**src/verilog/tnn_cfg_pkg.sv**
```systemverilog
`default_nettype none

package tnn_cfg_pkg;

    localparam int N_FEAT = 11;
    localparam int N_HID = 40;
    localparam int N_CLASS = 6;

    localparam int Q_BITS = 4;
    localparam int RAW_BITS = 8;
    localparam int HSUM_BITS = $clog2(N_FEAT + 1) + Q_BITS; // Worst case is all features at max
    localparam int SCORE_BITS = $clog2(N_HID + 1);
    localparam int CLASS_BITS = 3;

    typedef logic [RAW_BITS-1:0] raw_feat_t;
    typedef logic [Q_BITS-1:0] q_feat_t;
    typedef logic [SCORE_BITS-1:0] score_t;
    typedef score_t [N_CLASS-1:0] score_vec_t;

    // Feature 0 sits in the lowest slot of both vectors
    typedef struct packed {
        raw_feat_t [N_FEAT-1:0] feat;
    } raw_sample_t;

    typedef struct packed {
        q_feat_t [N_FEAT-1:0] feat;
    } feature_vec_t;

    typedef struct packed {
        logic [CLASS_BITS-1:0] class_idx;
        score_t                score;
    } class_result_t;

    typedef enum logic [1:0] {
        CLS_IDLE,
        CLS_ACCUM,
        CLS_DECIDE
    } cls_state_t;

endpackage

`default_nettype wire

```
**src/verilog/tnn_weights_pkg.sv**
```systemverilog
`default_nettype none

package tnn_weights_pkg;

    import tnn_cfg_pkg::*;

    typedef logic signed [1:0] tern_t;

    localparam tern_t POS = 2'sb01;
    localparam tern_t NEG = 2'sb11;
    localparam tern_t ZRO = 2'sb00;

    // One row per hidden neuron, one entry per feature
    localparam tern_t hid_weight [N_HID][N_FEAT] = '{
        '{NEG, NEG, POS, NEG, NEG, POS, NEG, NEG, ZRO, POS, ZRO},
        '{NEG, ZRO, ZRO, NEG, ZRO, NEG, POS, ZRO, POS, ZRO, NEG},
        '{ZRO, ZRO, ZRO, ZRO, ZRO, ZRO, ZRO, ZRO, ZRO, ZRO, ZRO},
        '{ZRO, ZRO, ZRO, ZRO, POS, NEG, POS, ZRO, POS, ZRO, NEG},
        '{ZRO, POS, POS, ZRO, POS, NEG, ZRO, NEG, NEG, NEG, NEG},
        '{NEG, POS, POS, ZRO, ZRO, POS, POS, NEG, NEG, POS, ZRO},
        '{ZRO, ZRO, ZRO, ZRO, ZRO, ZRO, ZRO, ZRO, ZRO, ZRO, ZRO},
        '{NEG, ZRO, POS, ZRO, NEG, NEG, NEG, POS, ZRO, ZRO, POS},
        '{NEG, POS, POS, POS, POS, ZRO, POS, ZRO, ZRO, NEG, NEG},
        '{POS, POS, POS, POS, ZRO, NEG, ZRO, ZRO, ZRO, ZRO, POS},
        '{ZRO, NEG, NEG, ZRO, ZRO, ZRO, NEG, NEG, ZRO, POS, ZRO},
        '{ZRO, NEG, NEG, ZRO, ZRO, NEG, NEG, NEG, ZRO, ZRO, POS},
        '{ZRO, POS, NEG, ZRO, ZRO, NEG, ZRO, NEG, ZRO, NEG, POS},
        '{POS, NEG, POS, ZRO, ZRO, POS, POS, ZRO, POS, NEG, POS},
        '{ZRO, POS, POS, POS, NEG, POS, POS, POS, ZRO, ZRO, ZRO},
        '{ZRO, POS, ZRO, ZRO, ZRO, ZRO, POS, ZRO, NEG, NEG, ZRO},
        '{ZRO, NEG, NEG, NEG, ZRO, NEG, ZRO, POS, NEG, ZRO, POS},
        '{POS, ZRO, POS, ZRO, NEG, NEG, POS, ZRO, ZRO, POS, NEG},
        '{ZRO, ZRO, POS, ZRO, NEG, POS, POS, POS, POS, ZRO, POS},
        '{NEG, ZRO, ZRO, ZRO, ZRO, POS, NEG, POS, NEG, NEG, POS},
        '{NEG, ZRO, NEG, ZRO, ZRO, ZRO, ZRO, POS, ZRO, POS, ZRO},
        '{NEG, ZRO, ZRO, POS, NEG, POS, ZRO, ZRO, NEG, NEG, NEG},
        '{POS, NEG, ZRO, ZRO, POS, ZRO, POS, ZRO, ZRO, POS, POS},
        '{POS, NEG, POS, NEG, NEG, POS, NEG, ZRO, POS, ZRO, ZRO},
        '{ZRO, ZRO, POS, NEG, POS, POS, ZRO, POS, NEG, NEG, NEG},
        '{ZRO, NEG, ZRO, POS, ZRO, POS, NEG, ZRO, NEG, ZRO, POS},
        '{POS, NEG, POS, POS, NEG, POS, ZRO, NEG, POS, NEG, NEG},
        '{POS, ZRO, NEG, ZRO, POS, ZRO, NEG, ZRO, ZRO, ZRO, POS},
        '{ZRO, POS, POS, ZRO, ZRO, ZRO, NEG, POS, ZRO, NEG, ZRO},
        '{POS, POS, NEG, ZRO, POS, ZRO, POS, ZRO, ZRO, NEG, ZRO},
        '{POS, ZRO, POS, ZRO, ZRO, NEG, NEG, NEG, POS, NEG, POS},
        '{ZRO, NEG, ZRO, POS, ZRO, ZRO, ZRO, POS, ZRO, NEG, NEG},
        '{POS, NEG, POS, POS, ZRO, POS, ZRO, NEG, POS, ZRO, POS},
        '{NEG, ZRO, NEG, NEG, NEG, ZRO, POS, ZRO, ZRO, POS, POS},
        '{POS, ZRO, NEG, ZRO, ZRO, ZRO, POS, ZRO, NEG, NEG, NEG},
        '{POS, ZRO, NEG, NEG, ZRO, POS, NEG, NEG, NEG, POS, ZRO},
        '{POS, NEG, ZRO, POS, POS, NEG, ZRO, NEG, ZRO, ZRO, ZRO},
        '{ZRO, ZRO, ZRO, ZRO, ZRO, ZRO, ZRO, ZRO, ZRO, ZRO, ZRO},
        '{POS, POS, ZRO, POS, POS, ZRO, POS, POS, NEG, ZRO, ZRO},
        '{ZRO, ZRO, NEG, ZRO, ZRO, POS, POS, POS, NEG, NEG, NEG}
    };

    // One row per class, ten hidden neurons per line
    localparam tern_t out_weight [N_CLASS][N_HID] = '{
        '{NEG, ZRO, POS, NEG, POS, ZRO, ZRO, ZRO, ZRO, ZRO,
          ZRO, ZRO, NEG, ZRO, ZRO, ZRO, ZRO, NEG, NEG, ZRO,
          ZRO, ZRO, POS, NEG, ZRO, ZRO, NEG, ZRO, POS, NEG,
          POS, ZRO, ZRO, ZRO, ZRO, ZRO, ZRO, ZRO, ZRO, POS},
        '{ZRO, ZRO, ZRO, ZRO, ZRO, NEG, ZRO, ZRO, ZRO, POS,
          POS, POS, ZRO, POS, ZRO, ZRO, ZRO, ZRO, ZRO, ZRO,
          ZRO, ZRO, ZRO, ZRO, ZRO, ZRO, ZRO, ZRO, NEG, POS,
          ZRO, ZRO, ZRO, ZRO, ZRO, POS, ZRO, ZRO, ZRO, ZRO},
        '{NEG, NEG, ZRO, ZRO, POS, ZRO, ZRO, ZRO, POS, NEG,
          ZRO, ZRO, NEG, POS, POS, ZRO, ZRO, ZRO, ZRO, ZRO,
          ZRO, ZRO, ZRO, ZRO, ZRO, NEG, ZRO, ZRO, ZRO, ZRO,
          ZRO, ZRO, ZRO, POS, ZRO, NEG, ZRO, ZRO, ZRO, ZRO},
        '{ZRO, NEG, ZRO, ZRO, ZRO, ZRO, POS, ZRO, ZRO, ZRO,
          ZRO, ZRO, NEG, ZRO, ZRO, ZRO, ZRO, ZRO, ZRO, ZRO,
          ZRO, ZRO, ZRO, POS, ZRO, ZRO, ZRO, ZRO, ZRO, ZRO,
          ZRO, ZRO, POS, POS, NEG, ZRO, ZRO, ZRO, ZRO, NEG},
        '{NEG, NEG, POS, NEG, ZRO, ZRO, ZRO, POS, ZRO, ZRO,
          ZRO, POS, NEG, ZRO, POS, NEG, ZRO, ZRO, ZRO, ZRO,
          NEG, ZRO, POS, ZRO, ZRO, NEG, ZRO, ZRO, ZRO, NEG,
          ZRO, NEG, POS, POS, ZRO, ZRO, POS, POS, ZRO, ZRO},
        '{NEG, ZRO, ZRO, ZRO, NEG, ZRO, POS, ZRO, NEG, ZRO,
          ZRO, ZRO, NEG, POS, NEG, ZRO, ZRO, ZRO, ZRO, ZRO,
          ZRO, ZRO, ZRO, ZRO, ZRO, POS, ZRO, ZRO, ZRO, ZRO,
          POS, ZRO, ZRO, POS, ZRO, POS, ZRO, POS, ZRO, ZRO}
    };

    localparam raw_feat_t feat_offset [N_FEAT] = '{
        8'd40, 8'd24, 8'd0, 8'd12, 8'd20, 8'd8,
        8'd16, 8'd48, 8'd30, 8'd10, 8'd64
    };

endpackage

`default_nettype wire

```
**src/verilog/feature_quantizer.sv**
```systemverilog
`default_nettype none

module feature_quantizer
    import tnn_cfg_pkg::*;
    import tnn_weights_pkg::*;
(
    input  logic         clk,
    input  logic         rst,
    input  raw_sample_t  sample_in,
    input  logic         sample_valid,
    output feature_vec_t vec_out,
    output logic         vec_valid
);

    localparam int SHIFT = RAW_BITS - Q_BITS;

    feature_vec_t q_next;

    function automatic q_feat_t quantize(input raw_feat_t raw, input raw_feat_t off);
        logic [RAW_BITS:0]   diff;
        logic [RAW_BITS-1:0] sat;
        diff = {1'b0, raw} - {1'b0, off};
        sat = diff[RAW_BITS] ? '0 : diff[RAW_BITS-1:0]; // Borrow means below the offset
        return q_feat_t'(sat >> SHIFT);
    endfunction

    always_comb begin
        for (int f = 0; f < N_FEAT; f++) begin
            q_next.feat[f] = quantize(sample_in.feat[f], feat_offset[f]);
        end
    end

    always_ff @(posedge clk) begin
        if (sample_valid) begin
            vec_out <= q_next;
        end
    end

    always_ff @(posedge clk) begin
        if (rst) begin
            vec_valid <= 1'b0;
        end else begin
            vec_valid <= sample_valid;
        end
    end

endmodule

`default_nettype wire

```
**src/verilog/vector_fifo.sv**
```systemverilog
`default_nettype none

module vector_fifo
    import tnn_cfg_pkg::*;
#(
    parameter int DEPTH = 4
) (
    input  logic         clk,
    input  logic         rst,
    input  logic         push,
    input  feature_vec_t din,
    input  logic         pop,
    output feature_vec_t dout,
    output logic         empty,
    output logic         overflow
);

    localparam int PTR_BITS = (DEPTH > 1) ? $clog2(DEPTH) : 1;
    localparam int CNT_BITS = $clog2(DEPTH + 1);

    feature_vec_t mem [DEPTH];

    logic [PTR_BITS-1:0] wr_ptr;
    logic [PTR_BITS-1:0] rd_ptr;
    logic [CNT_BITS-1:0] count;
    logic full;
    logic do_push;
    logic do_pop;

    assign full = (count == CNT_BITS'(DEPTH));
    assign empty = (count == '0);
    assign do_push = push && !full; // Full at push time drops the vector
    assign do_pop = pop && !empty;
    assign dout = mem[rd_ptr];

    function automatic logic [PTR_BITS-1:0] next_ptr(input logic [PTR_BITS-1:0] ptr);
        return (ptr == PTR_BITS'(DEPTH - 1)) ? '0 : ptr + 1'b1;
    endfunction

    always_ff @(posedge clk) begin
        if (do_push) begin
            mem[wr_ptr] <= din;
        end
    end

    always_ff @(posedge clk) begin
        if (rst) begin
            wr_ptr <= '0;
            rd_ptr <= '0;
            count <= '0;
            overflow <= 1'b0;
        end else begin
            if (do_push) begin
                wr_ptr <= next_ptr(wr_ptr);
            end
            if (do_pop) begin
                rd_ptr <= next_ptr(rd_ptr);
            end
            if (do_push && !do_pop) begin
                count <= count + 1'b1;
            end else if (do_pop && !do_push) begin
                count <= count - 1'b1;
            end
            if (push && full) begin
                overflow <= 1'b1; // Sticky until reset
            end
        end
    end

endmodule

`default_nettype wire

```
**src/verilog/argmax.sv**
```systemverilog
`default_nettype none

module argmax
    import tnn_cfg_pkg::*;
(
    input  logic          clk,
    input  score_vec_t    scores,
    input  logic          start,
    output class_result_t result,
    output logic          done
);

    localparam int LEAVES = 1 << $clog2(N_CLASS);

    // Heap layout, node n has children 2n+1 and 2n+2
    class_result_t node [2*LEAVES-1];

    always_comb begin
        for (int i = 0; i < N_CLASS; i++) begin
            node[LEAVES-1+i].class_idx = CLASS_BITS'(i);
            node[LEAVES-1+i].score = scores[i];
        end
        for (int i = N_CLASS; i < LEAVES; i++) begin
            node[LEAVES-1+i].class_idx = CLASS_BITS'(i);
            node[LEAVES-1+i].score = '0; // Padding leaves lose every comparison
        end
        for (int n = LEAVES - 2; n >= 0; n--) begin
            // Left child holds the lower indices and keeps ties
            node[n] = (node[2*n+2].score > node[2*n+1].score) ? node[2*n+2] : node[2*n+1];
        end
    end

    always_ff @(posedge clk) begin
        if (start) begin
            result <= node[0];
        end
        done <= start;
    end

endmodule

`default_nettype wire

```
**src/verilog/tnn_classifier.sv**
```systemverilog
`default_nettype none

module tnn_classifier
    import tnn_cfg_pkg::*;
    import tnn_weights_pkg::*;
#(
    parameter int GROUP = 8
) (
    input  logic          clk,
    input  logic          rst,
    input  feature_vec_t  vec_in,
    input  logic          empty,
    output logic          pop,
    output class_result_t result,
    output logic          result_valid
);

    localparam int N_GROUPS = N_HID / GROUP;
    localparam int GRP_BITS = (N_GROUPS > 1) ? $clog2(N_GROUPS) : 1;
    localparam int HID_IDX_BITS = $clog2(N_HID);

    cls_state_t state;
    logic [GRP_BITS-1:0] grp_cnt;
    logic [HID_IDX_BITS-1:0] grp_base;
    logic last_grp;
    logic decide;
    feature_vec_t vec_q;
    logic [GROUP-1:0] fire;
    score_vec_t scores;

    function automatic logic neuron_fire(input int idx, input feature_vec_t v);
        logic [HSUM_BITS-1:0] psum;
        logic [HSUM_BITS-1:0] nsum;
        logic live;
        psum = '0;
        nsum = '0;
        live = 1'b0;
        for (int f = 0; f < N_FEAT; f++) begin
            if (hid_weight[idx][f] == POS) begin
                psum = psum + HSUM_BITS'(v.feat[f]);
            end else if (hid_weight[idx][f] == NEG) begin
                nsum = nsum + HSUM_BITS'(v.feat[f]);
            end
            live = live | (hid_weight[idx][f] != ZRO);
        end
        return live && (psum >= nsum); // A neuron with no inputs never fires
    endfunction

    // Votes one class collects from the current group of neurons
    function automatic score_t class_gain(input int cls, input int base,
                                          input logic [GROUP-1:0] f);
        score_t gain;
        gain = '0;
        for (int g = 0; g < GROUP; g++) begin
            if ((out_weight[cls][base + g] == POS) && f[g]) begin
                gain = gain + score_t'(1);
            end else if ((out_weight[cls][base + g] == NEG) && !f[g]) begin
                gain = gain + score_t'(1);
            end
        end
        return gain;
    endfunction

    assign pop = (state == CLS_IDLE) && !empty;
    assign decide = (state == CLS_DECIDE);
    assign last_grp = (grp_cnt == GRP_BITS'(N_GROUPS - 1));
    assign grp_base = HID_IDX_BITS'(int'(grp_cnt) * GROUP);

    for (genvar g = 0; g < GROUP; g++) begin : g_neuron
        assign fire[g] = neuron_fire(int'(grp_base) + g, vec_q);
    end

    always_ff @(posedge clk) begin
        if (rst) begin
            state <= CLS_IDLE;
            grp_cnt <= '0;
        end else begin
            case (state)
                CLS_IDLE: begin
                    if (pop) begin
                        state <= CLS_ACCUM;
                        grp_cnt <= '0;
                    end
                end
                CLS_ACCUM: begin
                    grp_cnt <= grp_cnt + 1'b1;
                    if (last_grp) begin
                        state <= CLS_DECIDE;
                    end
                end
                CLS_DECIDE: state <= CLS_IDLE;
                default: state <= CLS_IDLE;
            endcase
        end
    end

    always_ff @(posedge clk) begin
        if (pop) begin
            vec_q <= vec_in;
            scores <= '0;
        end else if (state == CLS_ACCUM) begin
            for (int c = 0; c < N_CLASS; c++) begin
                scores[c] <= scores[c] + class_gain(c, int'(grp_base), fire);
            end
        end
    end

    argmax argmax_i (
        .clk    (clk),
        .scores (scores),
        .start  (decide),
        .result (result),
        .done   (result_valid)
    );

endmodule

`default_nettype wire

```
**src/verilog/wine_quality_top.sv**
```systemverilog
`default_nettype none

module wine_quality_top
    import tnn_cfg_pkg::*;
#(
    parameter int FIFO_DEPTH = 4,
    parameter int GROUP = 8
) (
    input  logic          clk,
    input  logic          rst,
    input  raw_sample_t   sample_in,
    input  logic          sample_valid,
    output class_result_t result,
    output logic          result_valid,
    output logic          overflow
);

    feature_vec_t q_vec;
    logic q_valid;
    feature_vec_t fifo_dout;
    logic fifo_empty;
    logic cls_pop;

    feature_quantizer quant_i (
        .clk          (clk),
        .rst          (rst),
        .sample_in    (sample_in),
        .sample_valid (sample_valid),
        .vec_out      (q_vec),
        .vec_valid    (q_valid)
    );

    vector_fifo #(
        .DEPTH (FIFO_DEPTH)
    ) fifo_i (
        .clk      (clk),
        .rst      (rst),
        .push     (q_valid),
        .din      (q_vec),
        .pop      (cls_pop),
        .dout     (fifo_dout),
        .empty    (fifo_empty),
        .overflow (overflow)
    );

    tnn_classifier #(
        .GROUP (GROUP)
    ) cls_i (
        .clk          (clk),
        .rst          (rst),
        .vec_in       (fifo_dout),
        .empty        (fifo_empty),
        .pop          (cls_pop),
        .result       (result),
        .result_valid (result_valid)
    );

endmodule

`default_nettype wire

```
**config.mk**
```make
export PLATFORM = sky130hd
export DESIGN_NAME = wine_quality_top
export DESIGN_NICKNAME = d
export VERILOG_FILES = /design/src/verilog/tnn_cfg_pkg.sv /design/src/verilog/tnn_weights_pkg.sv /design/src/verilog/feature_quantizer.sv /design/src/verilog/vector_fifo.sv /design/src/verilog/argmax.sv /design/src/verilog/tnn_classifier.sv /design/src/verilog/wine_quality_top.sv
export SDC_FILE = /design/constraint.sdc
export NUM_CORES = 2
export LEC_CHECK = 0
export BUFFER_PORTS_ARGS = -buffer_cell sky130_fd_sc_hd__buf_2
export CORE_UTILIZATION = 60
export CTS_CLUSTER_DIAMETER = 40
export DETAILED_ROUTE_END_ITERATION = 16
export PLACE_DENSITY = 0.89
export SETUP_SLACK_MARGIN = 0.2
export SLEW_MARGIN = 20
export SYNTH_ARGS = -nofsm -noshare
export SYNTH_HDL_FRONTEND = slang
export SYNTH_HIERARCHICAL = 1
export SYNTH_SLANG_ARGS = --single-unit
export TNS_END_PERCENT = 30
```
**constraint.sdc**
```tcl
create_clock -name clk -period 21.7 [get_ports clk]
set_input_delay 0 -clock clk [delete_from_list [all_inputs] [get_ports clk]]
set_output_delay 0 -clock clk [all_outputs]
set_load 0.02 [all_outputs]
```
## Word level (Yosys, flattened, before mapping)

Memory sizes are Yosys's and may differ from the RTL's. A register that Yosys moved wholly into a read port is not among the register bits.
Cells that the tools add are included.

| word-level totals | value |
|---|---|
| flip-flop bits (word level) | 104 |
| RAM bits | 176 |
| bits in read-only memories | 17408 |
| output and inout port bits | 11 |
| memories kept | 57 |

| operators by class | value |
|---|---|
| add/sub/neg operators | 230 |
| order comparisons | 22 |
| eq/ne operators | 280 |
| multiplexer cells | 585 |
| bitwise gates (word level) | 88 |
| reduce and logical (&&, ||, !) cells | 216 |

Memory list:

| name | words | bits a word | read ports | clocked after memory_dff | write ports | line | text |
|---|---|---|---|---|---|---|---|
| (no name shown) | 64 | 22 | 1 | 0 | 0 | tnn_classifier.sv:39 | `if (hid_weight[idx][f] == POS) begin` |
| (no name shown) | 64 | 22 | 1 | 0 | 0 | tnn_classifier.sv:39 |  |
| (no name shown) | 64 | 22 | 1 | 0 | 0 | tnn_classifier.sv:39 |  |
| (no name shown) | 64 | 22 | 1 | 0 | 0 | tnn_classifier.sv:39 |  |
| (no name shown) | 64 | 22 | 1 | 0 | 0 | tnn_classifier.sv:39 |  |
| (no name shown) | 64 | 22 | 1 | 0 | 0 | tnn_classifier.sv:39 |  |
| 51 more memories | n/a | n/a | n/a | n/a | n/a | n/a |  |

Operator list:

| operator | number |
|---|---|
| $mux W8 | 249 |
| $add A8 B4 Y8 | 152 |
| $mux W6 | 186 |
| $mux W22 | 16 |
| $eq A2 B2 Y1 const B | 139 |
| $eq A2 B1 Y1 const B | 137 |
| $ge A32 B7 Y1 const B | 8 |
| $add A6 B1 Y6 const B | 42 |
| $not A32 Y32 | 7 |
| $mux W2 | 100 |
| $reduce_bool A2 Y1 | 90 |
| $logic_and A1 B1 Y1 | 110 |
| $or A1 B1 Y1 | 80 |
| $mux W4 | 17 |
| $ge A8 B8 Y1 | 8 |
| $add A4 B4 Y5 | 8 |
| $add A6 B6 Y6 | 6 |
| $sub A8 B5 Y9 const B | 4 |
| $not A6 Y32 | 1 |
| $gt A6 B6 Y1 | 5 |
| $add A6 B3 Y7 const B | 4 |
| $sub A8 B4 Y9 const B | 3 |
| $mux W7 | 3 |
| $sub A8 B6 Y9 const B | 2 |
| 19 further kinds | 44 |

## Longest topological paths before layout

| logic depth | value |
|---|---|
| depth after elaboration | 81 |
| mapped depth | 86 |
| depth with buffers taken out | 79 |

## Hierarchy

The synthesis kept the hierarchy.

Modules (own cells, without submodules):

| module | instances | cells each | area an instance (um2) | sequential area each (um2) |
|---|---|---|---|---|
| tnn_classifier | 1 | 4756 | 37005.5 | 2142.1 |
| vector_fifo | 1 | 280 | 6922.9 | 5485.3 |
| feature_quantizer | 1 | 167 | 2058.2 | 1341.3 |
| argmax | 1 | 196 | 1657.8 | 290.3 |

## Worst setup path after synthesis

OpenSTA, ideal clock, no wires.

| path | value |
|---|---|
| path type | register to register |
| start point | register cls_i.grp_cnt[2] |
| end point | register cls_i/scores[29] in the netlist's numbering |
| library setup time | 0.134 ns |
| data arrival time | 16.853 ns |
| required time | 21.566 ns |
| setup slack | 4.713 ns |
| cell stages (with the launch flop) | 78 |
| path buffers | 8 |
| cell sequence | dfxtp_1 buf_2 clkbuf_8 clkbuf_1 clkbuf_1 clkbuf_1 clkbuf_1 clkbuf_1 clkbuf_1 and2_1 fa_1 a21o_1 inv_1 fa_1 nor2_1 a31oi_1 fa_1 mux2i_1 [... 42 more ...] mux2_2 ha_1 mux2i_1 inv_1 ha_1 nand2_1 o21ai_0 ha_1 mux2_2 ha_1 a21o_1 a21oi_1 o21bai_1 a21oi_1 xor2_1 nor2_1 o21ai_0 or4b_1 |

| between the ends | value |
|---|---|
| cells in the longest elaborated chain, start to end | 81 |
| elaborated cells between the ends (all ways) | 927 |
| those cells by class | 175 x add/sub; 8 x order compare; 192 x eq/ne; 328 x mux; 88 x bitwise; 120 x reduce/logical; 16 x memory |

RTL lines:

| what | line | text |
|---|---|---|
| start, declared | tnn_classifier.sv:23 | `logic [GRP_BITS-1:0] grp_cnt;` |
| start signal, assigned | tnn_classifier.sv:86 | `grp_cnt <= grp_cnt + 1'b1;` |
| $not A6 Y32 (implied by the code) | n/a |  |
| $mem_v2 Z64 W22 | n/a |  |
| $mux W22 (implied by the code) (2 in a row) | tnn_classifier.sv:41 | `end else if (hid_weight[idx][f] == NEG) begin` |
| $eq A2 B1 Y1 | tnn_classifier.sv:41 |  |
| $mux W4 | tnn_classifier.sv:41 |  |
| $mux W4 | tnn_classifier.sv:39 |  |
| $add A4 B4 Y5 | tnn_classifier.sv:42 | `nsum = nsum + HSUM_BITS'(v.feat[f]);` |
| $mux W8 | tnn_classifier.sv:41 |  |
| [... 64 more ...] | n/a |  |
| $mux W6 | tnn_classifier.sv:101 | `end else if (state == CLS_ACCUM) begin` |
| $mux W6 | tnn_classifier.sv:98 | `if (pop) begin` |
| $add A6 B1 Y6 | tnn_classifier.sv:56, tnn_classifier.sv:58 |  |
| $mux W6 | tnn_classifier.sv:57 | `end else if ((out_weight[cls][base + g] == NEG) && !f[g]) begin` |
| $mux W6 (*) | tnn_classifier.sv:55 | `if ((out_weight[cls][base + g] == POS) && f[g]) begin` |
| $mux W6 (*) | tnn_classifier.sv:101 |  |
| $mux W6 (*) | tnn_classifier.sv:98 |  |
| $add A6 B6 Y6 (*) | tnn_classifier.sv:103 | `scores[c] <= scores[c] + class_gain(c, int'(grp_base), fire);` |
| end signal, assigned by index | tnn_classifier.sv:103 |  |
| end, declared | tnn_classifier.sv:29 | `score_vec_t scores;` |

Mark *: on every way between the ends. The rest lies on a longest branch, timed or not. The select of a mux whose other input is x is not followed.
A chain may end at the register's enable or synchronous reset.

## Worst setup path in the final report

Same ends and word-level chain as after synthesis.

==> results.sh <==
export IMPL_antenna_found_initial=7
export IMPL_synth_area_per_cell_um2=8.82
export IMPL_port_buffer_count=70
export IMPL_synth_seq_area_share_pct=19.4
export IMPL_dp_cells=6472
export IMPL_slew_violations=0
export IMPL_fin_nets=6484
export IMPL_syn_to_final_growth_pct=7.82
export IMPL_worst_path_most_repeated_cell="ha_1"
export IMPL_tns_ns=0
export IMPL_worstRegToRegCells=71
export IMPL_finalCriticalPeriod_ns=18.36
export IMPL_cp_arrival_ns=18.82
export IMPL_synth_edff_count=273
export IMPL_crit_path_max_incr_delay_ns=0.60
export IMPL_grt_pass1_vias=42900
export IMPL_critical_path_class="reg2reg"
export IMPL_worstHoldEndpoint="quant_i/vec_out[14]"
export IMPL_pin_count=102
export IMPL_cts_clk_slew_worst_paths_ns=0.07
export IMPL_clk_insertion_delay_late_ns=0.60
export IMPL_min_from="sample_in[28]"
export IMPL_die_area_mm2=0.0805
export IMPL_ys_warn_count=6
export IMPL_wl_per_cell_um=22.3
export IMPL_hp_class="in2reg"
export IMPL_place_congestion=1.03
export IMPL_required_ns=22.16
export IMPL_whs_path_depth=4
export IMPL_clock_skew_ns=0.0271
export IMPL_drc_errors=0
export IMPL_track_usage_pct=35.9
export IMPL_synth_seq_cells=326
export IMPL_post_cts_buffers=0
export IMPL_drive_gt1_share_pct=10.1
export IMPL_die_h_um=284
export IMPL_cts_buffers_inserted=29
export IMPL_slew_headroom_pct=20.5
export IMPL_layout_common_cells="ha_1 (702), inv_1 (475), a21oi_1 (431)"
export IMPL_critPathCaptureType="flip-flop"
export IMPL_via_per_inst=6.52
export IMPL_synthFlopType="edfxtp_1"
export IMPL_cts_tree="built"
export IMPL_whs_ns=0.0732
export IMPL_max_freq_mhz=54.5
export IMPL_critPathLaunchType="flip-flop"
export IMPL_cts_buffer_depth=3
export IMPL_rsz0062_at_grt="no"
export IMPL_hpwl_um=103000
export IMPL_post_dp_cell_area_mm2=0.0495
export IMPL_drtIter0Drc=4469
export IMPL_reg2reg_from="cls_i/grp_cnt[2]"
export IMPL_num_rows=102
export IMPL_synth_distinct_cells=125
export IMPL_ant_nets=0
export IMPL_clock_tree_root_cell="clkbuf_16"
export IMPL_critPathMaxFanout=40
export IMPL_synth_async_reset_ratio_pct=0
export IMPL_final_area_mm2=0.0514
export IMPL_die_w_um=284
export IMPL_fillers=5835
export IMPL_fin_crit_sh_pct=84.6
export IMPL_firstDrtPassIters=9
export IMPL_grt_pass1_wl_um=228000
export IMPL_r2r_end="cls_i/scores[29]"
export IMPL_setup_viol=0
export IMPL_cts_htree_levels=1
export IMPL_start_util_pct=61.1
export IMPL_cts_sinks=326
export IMPL_outcome="finished, final reports clean"
export IMPL_hold_viol_final=0
export IMPL_grt_max_degree=53
export IMPL_reg2reg_slack_ns=3.34
export IMPL_cp_slowest_cell="nand2b_1"
export IMPL_worstMarginPinSlew_ns=1.19
export IMPL_vias=43100
export IMPL_core_mm2=0.0780
export IMPL_wl_um=148000
export IMPL_drv_cap=0
export IMPL_layout_commonest_cell="ha_1"
export IMPL_synthCells=5399
export IMPL_overflow=0
export IMPL_final_cell_count_no_fill=6621
export IMPL_syn_area_mm2=0.0476
kinds of logic after synthesis:
group	share of synthesized area [%]
AO/OA/AOI/OAI	19.1
other	0.00787
AND/OR/NAND/NOR	13.9
XOR/XNOR	8.67
adder cells (fa/ha/maj)	24.5
flip-flops	19.4
buffers and inverters	5.14
multiplexers	9.30
worst max-delay path by stage:
stage	from	to	slack (ns)	cells after the start
2_1_floorplan	cls_i/grp_cnt[2]	cls_i/scores[29]	4.71	77
3_3_place_gp	cls_i/grp_cnt[2]	cls_i/scores[29]	4.25	71
3_5_place_dp	cls_i/grp_cnt[2]	cls_i/scores[29]	3.79	71
4_1_cts	cls_i/grp_cnt[2]	cls_i/scores[29]	3.76	71
5_1_grt	cls_i/grp_cnt[2]	cls_i/scores[29]	2.50	71
6_report	cls_i/grp_cnt[2]	cls_i/scores[29]	3.34	71
critical path, delay by kind of cell (launching register included):
| family | cells | cell delay, ns |
|---|---|---|
| adders and majority gates | 19 | 7.13 |
| AOI/OAI and AO/OA | 20 | 3.66 |
| muxes | 9 | 2.77 |
| and+or+nand+nor | 14 | 2.61 |
| buffers and inverters | 7 | 1.08 |
| DFF | 1 | 0.55 |
| xor gates and xnor gates | 2 | 0.43 |
sequential cells by signal, indices dropped and copies added, names as in the netlist, named ones only:
| register | flops |
|---|---|
| cls_i/argmax_i/result | 9 |
| cls_i/state | 2 |
| quant_i/vec_valid | 1 |
| cls_i/vec_q | 44 |
| fifo_i/overflow | 1 |
| cls_i/scores | 36 |
| fifo_i/count | 3 |
| fifo_i/wr_ptr | 2 |
| fifo_i/mem | 176 |
| cls_i/grp_cnt | 3 |
| quant_i/vec_out | 44 |
| fifo_i/rd_ptr | 2 |
| cls_i/argmax_i/done | 1 |
layout make-up:
type                       count  area [µm²]  share of cell area, %
clock buffer                  33         741                   1.44
clock inverter                20         253                  0.492
multi-input combinational   4454       36000                   70.0
antenna                        7        17.5                 0.0341
inverter                     479        1800                   3.50
timing repair buffer         262        2020                   3.93
sequential                   326        9270                   18.0
tap                         1040        1300                   2.53
Yosys cell counts (8+ instances only):
library cell | count | share of area (%)
a211oi_1 | 24 | 0.38
a21o_1 | 216 | 3.4
a21oi_1 | 432 | 4.5
a22o_1 | 24 | 0.44
a22oi_1 | 30 | 0.47
a31oi_1 | 19 | 0.25
and2_1 | 48 | 0.63
and3_1 | 17 | 0.22
buf_1 | 11 | 0.087
buf_2 | 16 | 0.17
clkbuf_1 | 104 | 0.82
dfxtp_1 | 53 | 2.2
edfxtp_1 | 273 | 17
fa_1 | 138 | 5.8
ha_1 | 703 | 18
inv_1 | 475 | 3.7
maj3_1 | 11 | 0.23
mux2_2 | 212 | 5.0
mux2i_1 | 96 | 2.0
mux4_2 | 40 | 1.9
nand2_1 | 354 | 2.8
nand2b_1 | 44 | 0.58
nand3_1 | 47 | 0.49
nand4_1 | 13 | 0.17
nand4b_1 | 9 | 0.17
nor2_1 | 322 | 2.5
nor2b_1 | 268 | 3.5
nor3_1 | 92 | 0.97
nor3b_1 | 12 | 0.19
nor4_1 | 9 | 0.12
o211a_1 | 8 | 0.17
o211ai_1 | 27 | 0.43
o21a_1 | 87 | 1.4
o21ai_0 | 396 | 4.2
o21ai_1 | 49 | 0.51
o21bai_1 | 9 | 0.14
o22ai_1 | 19 | 0.25
o2bb2ai_1 | 13 | 0.24
o31ai_1 | 15 | 0.24
or2_2 | 11 | 0.14
or3_1 | 22 | 0.29
xnor2_1 | 291 | 5.3
xor2_1 | 147 | 2.7
metal layers:
metal | track usage (%) | routed length, µm | vias up
met5 | 0 | 29 | -
met4 | 25.8 | 12100 | 4
met3 | 8.62 | 17700 | 798
li1 | - | - | 19600
met2 | 57.8 | 65300 | 2428
met1 | 41.7 | 52800 | 20300
through the flow:
stage | utilization (%) | setup slack (ns)
2_1_floorplan | - | 4.71
3_3_place_gp | 63.4 | 4.25
3_5_place_dp | 63.4 | 3.79
4_1_cts | 65.8 | 3.76
5_1_grt | 65.9 | 2.50
6_report | 65.9 | 3.34
what timing repair did:
item,CTS,global route
endpoints found under the hold margin,59,9
resized for setup,0,0
hold buffers,88,1
Power is left out: the tool's default activity adds up to more than one toggle a clock period on the data nets, which glitch-free logic cannot reach.
